### config.mk
export PLATFORM = sky130hd
export DESIGN_NAME = sm83_addr_irq
export DESIGN_NICKNAME = d
export VERILOG_FILES = /design/src/hw/sm83_pkg.sv /design/src/hw/irq_bus_if.sv /design/src/hw/addr_unit.sv /design/src/hw/irq_dispatch.sv /design/src/hw/irq_flags.sv /design/src/hw/sm83_addr_irq.sv
export VERILOG_INCLUDE_DIRS = /design/src /design/src/hw
export SDC_FILE = /design/constraint.sdc
export NUM_CORES = 1
export LEC_CHECK = 0
export BUFFER_PORTS_ARGS = -buffer_cell sky130_fd_sc_hd__buf_2
export CAP_MARGIN = 20
export CORE_ASPECT_RATIO = 1.4
export CORE_MARGIN = 2
export CORE_UTILIZATION = 54
export DETAILED_ROUTE_END_ITERATION = 8
export PLACE_DENSITY = 0.76
export RECOVER_POWER = 25
export SLEW_MARGIN = 10
export SYNTH_ARGS = -nofsm -noshare
export SYNTH_HDL_FRONTEND = slang
export SYNTH_SLANG_ARGS = --single-unit
### constraint.sdc
create_clock -name clk -period 12.3 [get_ports clk]
set_clock_uncertainty 0.2 [all_clocks]
set_input_delay 1.845 -clock clk [delete_from_list [all_inputs] [get_ports clk]]
set_output_delay 1.845 -clock clk [all_outputs]
set_load 0.05 [all_outputs]
### src/hw/sm83_macros.svh
`ifndef SM83_MACROS_SVH
`define SM83_MACROS_SVH

// Interrupt sources handled by IE, IF and the dispatch encoder
`define SM83_IRQ_LINES 8

// IE sits at the top of the address space
`define SM83_IE_ADDR 16'hFFFF

// Vector of source n is BASE + n * STRIDE
`define SM83_VECTOR_BASE 16'h0040
`define SM83_VECTOR_STRIDE 16'h0008

// Register state after rst_n
`define SM83_RESET_PC 16'h0000
`define SM83_RESET_SP 16'hFFFE

// Byte lanes of a 16-bit address
`define SM83_LO_BYTE 7:0
`define SM83_HI_BYTE 15:8

`endif

### src/hw/sm83_pkg.sv
`default_nettype none

`include "sm83_macros.svh"

package sm83_pkg;

	typedef logic [7:0] byte_t; // Internal data bus
	typedef logic [15:0] addr_t; // External address bus
	typedef logic [`SM83_IRQ_LINES-1:0] irq_mask_t; // One bit per source

	// Nine ops, so the code needs four bits
	typedef enum logic [3:0] {
		ADDR_NOP = 4'd0,
		ADDR_PC_FETCH = 4'd1, // addr <= PC, PC + 1
		ADDR_SP_PUSH = 4'd2, // SP - 1, addr <= new SP
		ADDR_SP_POP = 4'd3, // addr <= SP, SP + 1
		ADDR_LOAD_PCL = 4'd4,
		ADDR_LOAD_PCH = 4'd5,
		ADDR_LOAD_SPL = 4'd6,
		ADDR_LOAD_SPH = 4'd7,
		ADDR_IRQ_JUMP = 4'd8 // PC <= dispatch vector
	} addr_op_t;

	typedef enum logic [2:0] {
		DOUT_PCL = 3'd0,
		DOUT_PCH = 3'd1,
		DOUT_SPL = 3'd2,
		DOUT_SPH = 3'd3,
		DOUT_IE = 3'd4
	} dout_sel_t;

endpackage

`default_nettype wire

### src/hw/irq_bus_if.sv
`timescale 1ns/1ps
`default_nettype none

`include "sm83_macros.svh"

interface irq_bus_if;

	sm83_pkg::irq_mask_t pending; // IF & IE
	sm83_pkg::byte_t ie_q; // IE contents for readback
	sm83_pkg::irq_mask_t ack; // One-hot winner
	sm83_pkg::addr_t vector; // Jump target of the winner
	logic take; // Jump taken this cycle

	modport flags (
		output pending,
		output ie_q,
		input ack,
		input take
	);

	modport dispatch (input pending, output ack, output vector);

	modport addr (input vector, input ie_q, output take);

endinterface

`default_nettype wire

### src/hw/addr_unit.sv
`timescale 1ns/1ps
`default_nettype none

`include "sm83_macros.svh"

module addr_unit (
	input logic clk,
	input logic rst_n,
	input sm83_pkg::addr_op_t op,
	input sm83_pkg::byte_t data_in,
	input sm83_pkg::dout_sel_t dout_sel,
	output sm83_pkg::addr_t addr,
	output sm83_pkg::byte_t data_out,
	irq_bus_if.addr irq
);

	import sm83_pkg::*;

	addr_t pc_q; // Program counter
	addr_t sp_q; // Stack pointer
	addr_t addr_q; // Address bus register

	addr_t step_src; // Operand of the incrementer
	addr_t step_delta; // +1 or -1 in two's complement
	addr_t step_res;
	logic step_dec; // Decrement for push

	// One shared 16-bit step unit for PC and SP
	assign step_src = (op == ADDR_PC_FETCH) ? pc_q : sp_q;
	assign step_dec = (op == ADDR_SP_PUSH);
	assign step_delta = step_dec ? 16'hFFFF : 16'h0001;
	assign step_res = step_src + step_delta; // Wraps mod 65536

	assign irq.take = (op == ADDR_IRQ_JUMP);

	always_ff @(posedge clk) begin
		if (!rst_n) begin
			pc_q <= `SM83_RESET_PC;
			sp_q <= `SM83_RESET_SP;
			addr_q <= '0;
		end else begin
			case (op)
				ADDR_PC_FETCH: begin
					addr_q <= pc_q;
					pc_q <= step_res;
				end
				ADDR_SP_PUSH: begin
					// Predecrement, address shows the new SP
					sp_q <= step_res;
					addr_q <= step_res;
				end
				ADDR_SP_POP: begin
					addr_q <= sp_q; // Postincrement
					sp_q <= step_res;
				end
				ADDR_LOAD_PCL: begin
					pc_q[`SM83_LO_BYTE] <= data_in;
				end
				ADDR_LOAD_PCH: begin
					pc_q[`SM83_HI_BYTE] <= data_in;
				end
				ADDR_LOAD_SPL: begin
					sp_q[`SM83_LO_BYTE] <= data_in;
				end
				ADDR_LOAD_SPH: begin
					sp_q[`SM83_HI_BYTE] <= data_in;
				end
				ADDR_IRQ_JUMP: begin
					pc_q <= irq.vector; // Vector of the acked source
				end
				default: begin
					pc_q <= pc_q;
				end
			endcase
		end
	end

	assign addr = addr_q;

	// Readback onto the data bus
	always_comb begin
		case (dout_sel)
			DOUT_PCL: data_out = pc_q[`SM83_LO_BYTE];
			DOUT_PCH: data_out = pc_q[`SM83_HI_BYTE];
			DOUT_SPL: data_out = sp_q[`SM83_LO_BYTE];
			DOUT_SPH: data_out = sp_q[`SM83_HI_BYTE];
			DOUT_IE: data_out = irq.ie_q;
			default: data_out = '0; // Unused select codes
		endcase
	end

endmodule

`default_nettype wire

### src/hw/irq_dispatch.sv
`timescale 1ns/1ps
`default_nettype none

`include "sm83_macros.svh"

module irq_dispatch (
	input logic ime,
	input logic irq_enable,
	output logic irq_pending,
	output sm83_pkg::irq_mask_t irq_ack,
	irq_bus_if.dispatch irq
);

	import sm83_pkg::*;

	localparam int IDX_W = $clog2(`SM83_IRQ_LINES);

	logic grant_en; // ime and dispatch enable
	logic found;
	irq_mask_t grant; // Lowest pending bit, one-hot
	logic [IDX_W-1:0] win_idx; // Source number of the winner

	assign grant_en = ime & irq_enable;

	// Fixed priority, source 0 first
	always_comb begin
		grant = '0;
		win_idx = '0;
		found = 1'b0;
		for (int i = 0; i < `SM83_IRQ_LINES; i++) begin
			if (grant_en && !found && irq.pending[i]) begin
				grant[i] = 1'b1;
				win_idx = IDX_W'(i);
				found = 1'b1;
			end
		end
	end

	// win_idx stays zero without a winner, so this falls back to BASE
	assign irq.vector = `SM83_VECTOR_BASE + addr_t'(win_idx) * `SM83_VECTOR_STRIDE;
	assign irq.ack = grant;

	assign irq_ack = grant;
	assign irq_pending = |irq.pending; // Independent of ime

endmodule

`default_nettype wire

### src/hw/irq_flags.sv
`timescale 1ns/1ps
`default_nettype none

`include "sm83_macros.svh"

module irq_flags (
	input logic clk,
	input logic rst_n,
	input sm83_pkg::byte_t data_in,
	input sm83_pkg::addr_t addr,
	input logic mem_wr,
	input sm83_pkg::irq_mask_t irq_trig,
	output logic ie_sel,
	irq_bus_if.flags irq
);

	import sm83_pkg::*;

	byte_t ie_reg; // Interrupt enable
	irq_mask_t if_reg; // Interrupt request flags
	irq_mask_t ie_mask; // IE bits that map to a source
	irq_mask_t if_set;
	irq_mask_t if_clr;

	assign ie_sel = (addr == `SM83_IE_ADDR); // IE decode
	assign ie_mask = ie_reg[`SM83_IRQ_LINES-1:0];

	// Only enabled sources can raise a flag
	assign if_set = irq_trig & ie_mask;
	assign if_clr = irq.take ? irq.ack : '0; // Acked flag drops on jump

	always_ff @(posedge clk) begin
		if (!rst_n) begin
			ie_reg <= '0;
		end else if (mem_wr && ie_sel) begin
			ie_reg <= data_in;
		end
	end

	// Set wins over clear on the same bit
	always_ff @(posedge clk) begin
		if (!rst_n) begin
			if_reg <= '0;
		end else begin
			if_reg <= (if_reg & ~if_clr) | if_set;
		end
	end

	assign irq.pending = if_reg & ie_mask;
	assign irq.ie_q = ie_reg;

endmodule

`default_nettype wire

### src/hw/sm83_addr_irq.sv
`timescale 1ns/1ps
`default_nettype none

`include "sm83_macros.svh"

module sm83_addr_irq (
	input logic clk,
	input logic rst_n,
	input sm83_pkg::addr_op_t op,
	input sm83_pkg::byte_t data_in,
	input sm83_pkg::dout_sel_t dout_sel,
	input logic mem_wr,
	input sm83_pkg::irq_mask_t irq_trig,
	input logic ime,
	input logic irq_enable,
	output sm83_pkg::addr_t addr,
	output sm83_pkg::byte_t data_out,
	output logic ie_sel,
	output sm83_pkg::irq_mask_t irq_ack,
	output logic irq_pending
);

	import sm83_pkg::*;

	// Interrupt state shared by the three blocks
	irq_bus_if irq_bus ();

	// IE and IF registers
	irq_flags u_irq_flags (
		.clk(clk),
		.rst_n(rst_n),
		.data_in(data_in),
		.addr(addr), // Decoded for IE writes
		.mem_wr(mem_wr),
		.irq_trig(irq_trig),
		.ie_sel(ie_sel),
		.irq(irq_bus.flags)
	);

	// PC, SP and address register
	addr_unit u_addr_unit (
		.clk(clk),
		.rst_n(rst_n),
		.op(op),
		.data_in(data_in),
		.dout_sel(dout_sel),
		.addr(addr),
		.data_out(data_out),
		.irq(irq_bus.addr)
	);

	// Priority encoder, vector back to addr_unit
	irq_dispatch u_irq_dispatch (
		.ime(ime),
		.irq_enable(irq_enable),
		.irq_pending(irq_pending),
		.irq_ack(irq_ack),
		.irq(irq_bus.dispatch)
	);

endmodule

`default_nettype wire

==> metrics.md <==
| Metric | Value |
|---|---|
| Area growth, synth to finish | 11.8% |
| Drt pass-1 iters | 5 |
| Postcts setup bufs | 0 |
| First-pass GRT wire length | 23600 µm |
| CP required | 12.35 ns |
| CTS max path bufs | 2 |
| H-tree levels | 3 |
| Slew @ Worst Pin | 0.928 ns |
| FP Rows | 38 |
| Gr usage total | 36.9% |
| Max Cap Viol | 0 |
| Yosys warnings | 0 |
| Initial antenna violation count | 0 |
| Critical Setup Path Class | in2reg |
| First DRT Iteration DRCs | 486 |
| CTS tree | done |
| Slew headroom | 38.0% |
| Drt drc | 0 |
| Max Fanout on Critical Path | 25 |
| Top FF cell, synth | dfxtp_1 |
| RSZ-0062 raised after global routing | false |
| Post-Synthesis Net Count | 594 |
| Hold buffer count at CTS | 0 |
| Final setup violation count | 0 |
| Outcome | complete, no violations |
| Reg-to-Reg Start | u_addr_unit.sp_q[1]$_SDFFE_PN1P_ |
| Hold Vio Cnt, Final | 0 |
| Total wire length | 15200 µm |
| Worst reg-to-reg path cell count | 11 |
| Hold Crit Class | reg2reg |
| Worst-skew pair later-pin latency | 0.36 ns |
| Routed len/inst | 21.6 µm |
| Most frequent CP cell | nand2_1 |
| Worst Setup Start Kind | input pin |
| Post-CTS Resized | 0 |
| Clk pin slew, worst setup/hold paths | 0.07 ns |
| Die area | 8630 µm² |
| Core area | 7700 µm² |
| Peak Freq | 168 MHz |
| Slowest CP cell | nand2_1 |
| Worst Setup End Kind | flip-flop |
| Via count | 4519 |
| Grt ovf | 0 |
| Post-synth EDFFs | 0 |
| Crit-path cells | buf_2 -> nor2_1 -> nand2_1 -> nand2_1 -> nand2_1 -> ha_1 -> nand2_1 -> mux2i_1 -> nor4_2 -> o31ai_1 -> nor3b_1 -> a2111oi_4 -> xnor2_1 -> a31o_1 |
| CP arrival | 6.00 ns |
| Synthesized area | 4260 µm² |
| Root buf cell | clkbuf_8 |
| Layout cells sized above 1 | 14.0% |
| Power density over cell area | 116 nW/µm² |
| GP Congestion | 1.00 |
| Pin count of the biggest net entering global routing | 62 |
| Number of global-route vias before repair | 4104 |
| Largest stage delay on the critical path | 0.76 ns |
| Synth unique cells | 60 |
| Worst flop-to-flop path endpoint | u_addr_unit.pc_q[15]$_SDFFE_PN0P_ |
| Die X | 79.1 µm |
| Seq/Total Area, Yosys | 30.1% |
| Async S/R FF share, synth | 0% |
| Clock sinks | 64 |
| Post-Synthesis Cells | 551 |
| WP buf/inv | 1 |
| Max Slew Vio Count | 0 |
| Setup TNS | 0 ns |
| WHS Endpoint | u_irq_flags.if_reg[6]$_SDFF_PN0_ |
| Largest regs | u_addr_unit.addr: 16 flops, u_addr_unit.pc_q: 16 flops, u_addr_unit.sp_q: 16 flops |
| WHS | 0.318 ns |
| Die height | 109 µm |
| Top cell family by delay on the critical path | simple AND/OR/NAND/NOR gates |
| Vias per cell | 6.44 |
| Leakage power | 2.02 nW |
| Period minus WS final | 5.95 ns |
| Diodes inserted | 0 |
| Syn avg cell area | 7.74 µm² |
| WHS Path Cells | 2 |
| Initial Utilization | 55.3% |
| TritonCTS Buffers | 9 |
| Detailed placer's ending HPWL | 11500 µm |
| Worst-case vdd ir drop | 0.0564 mV |
| Worst R2R Setup Slack | 9.15 ns |
| Input/output buffers | 61 |
| Routed Antenna Nets | 0 |
| Hold Crit Start | u_irq_flags.if_reg[6]$_SDFF_PN0_ |
| Nets | 641 |
| Yosys reg bits | 64 |
| Io pins | 62 |
| Period utilization | 48.3% |
-- cell type report --
type                    count  area, µm²
fillers                   721       2940
multi-input cells         444       2810
flip-flops and latches     64       1280
repair buffers             67        330
clock buffers              12        155
well taps                 100        125
inverters                  12       45.0
clock inverters             3       17.5
-- logic make-up after synthesis --
kind of cell	after synthesis	share of synthesized area, %
compound gates	165	27.4
xor+xnor	18	3.70
fa+ha+maj	15	4.58
buf+inv	43	3.99
flops	64	30.1
mux	26	6.69
simple gates	220	23.5
-- worst register-to-register path, cell delays in order, from the launching register on --
cell and delay (ns):
dfxtp_1 0.36, nand2_1 0.07, nand2_1 0.13, ha_1 0.32, nand2_1 0.05, mux2i_1 0.34, nor4_2 0.11, o31ai_1 0.40
nor3b_1 0.53, a2111oi_4 0.13, xnor2_1 0.18, a31o_1 0.23
-- stage by stage --
step / total power [W] / setup slack, ns / area [µm²] / util (%) / std cells
3_3_place_gp: 0.000387 / 6.09 / 4610 / 59.9 / 687
2_1_floorplan: 0.000343 / 6.72 / 4260 / - / 551
5_1_grt: 0.000576 / 6.18 / 4770 / 61.9 / 702
6_report: 0.000552 / 6.35 / 4770 / 61.9 / 702
4_1_cts: 0.000549 / 6.44 / 4790 / 62.1 / 702
3_5_place_dp: 0.000388 / 6.08 / 4610 / 59.9 / 687
-- cells in the mapped netlist, types with 2 or more instances --
library cell	n	area share, %
nand3_1	9	1.1
mux2i_1	15	3.5
nor2b_1	26	3.8
o21a_1	3	0.53
a211oi_1	2	0.35
nor4_1	2	0.29
o2111a_1	2	0.53
or2_2	2	0.29
a22oi_1	25	4.4
and2_1	3	0.44
nand2b_1	4	0.59
a21o_1	5	0.88
a21oi_1	34	4.0
nand4_1	9	1.3
o31ai_1	3	0.53
clkbuf_1	25	2.2
nand2_1	115	10
buf_1	4	0.35
a221o_1	6	1.4
a2111oi_0	4	0.82
xnor2_1	9	1.8
nor3_1	4	0.47
ha_1	14	4.1
mux2_2	10	2.6
o21ai_0	24	2.8
xor2_1	9	1.8
o2111ai_1	6	1.2
o211ai_1	6	1.1
o221ai_1	9	1.8
and3_1	2	0.29
o22ai_1	8	1.2
a31oi_1	6	0.88
dfxtp_1	64	30
inv_1	12	1.1
a222oi_1	2	0.47
a21boi_0	4	0.70
nor2_1	39	3.4
o221a_2	3	0.79
-- per-layer routing --
layer	global-route usage (%)	part of all wire (%)	vias to the layer above
met3	5.30	7.7	59
met5	0	0	-
li1	-	-	2114
met4	19.3	5.2	0
met2	61.5	48	239
met1	46.2	39	2107
-- report_power, final --
part / internal [W] / switching, W
Combinational: 0.0000518 / 0.000101
Clock: 0.0000823 / 0.0000826
Sequential: 0.000218 / 0.0000154
-- worst max-delay path by stage --
stage,slack [ns],startpoint,depth (start not counted),to
after floorplan,6.72,op[3],12,u_addr_unit.pc_q[15]$_SDFFE_PN0P_
after global placement,6.09,op[2],14,u_addr_unit.pc_q[15]$_SDFFE_PN0P_
after detailed placement,6.08,op[2],14,u_addr_unit.pc_q[15]$_SDFFE_PN0P_
after CTS,6.44,op[2],14,u_addr_unit.pc_q[15]$_SDFFE_PN0P_
after global routing,6.18,op[2],14,u_addr_unit.pc_q[15]$_SDFFE_PN0P_
final,6.35,op[2],14,u_addr_unit.pc_q[15]$_SDFFE_PN0P_
-- cells in the final DEF, fill, tap and decap left out, types with 8 or more instances in the layout --
| master | Yosys | routed |
|---|---|---|
| clkbuf_1 | 25 | 17 |
| o22ai_1 | 8 | 8 |
| nand2_1 | 115 | 115 |
| ha_1 | 14 | 14 |
| a22oi_1 | 25 | 25 |
| nor2b_1 | 26 | 26 |
| xor2_1 | 9 | 9 |
| buf_2 | 1 | 45 |
| xnor2_1 | 9 | 9 |
| clkbuf_8 | 0 | 11 |
| dfxtp_1 | 64 | 64 |
| nand4_1 | 9 | 9 |
| mux2i_1 | 15 | 15 |
| o21ai_0 | 24 | 24 |
| mux2_2 | 10 | 10 |
| nand3_1 | 9 | 9 |
| inv_1 | 12 | 12 |
| nor2_1 | 39 | 39 |
| a21oi_1 | 34 | 34 |
| o221ai_1 | 9 | 9 |
Power figures use the tool's default switching activity.
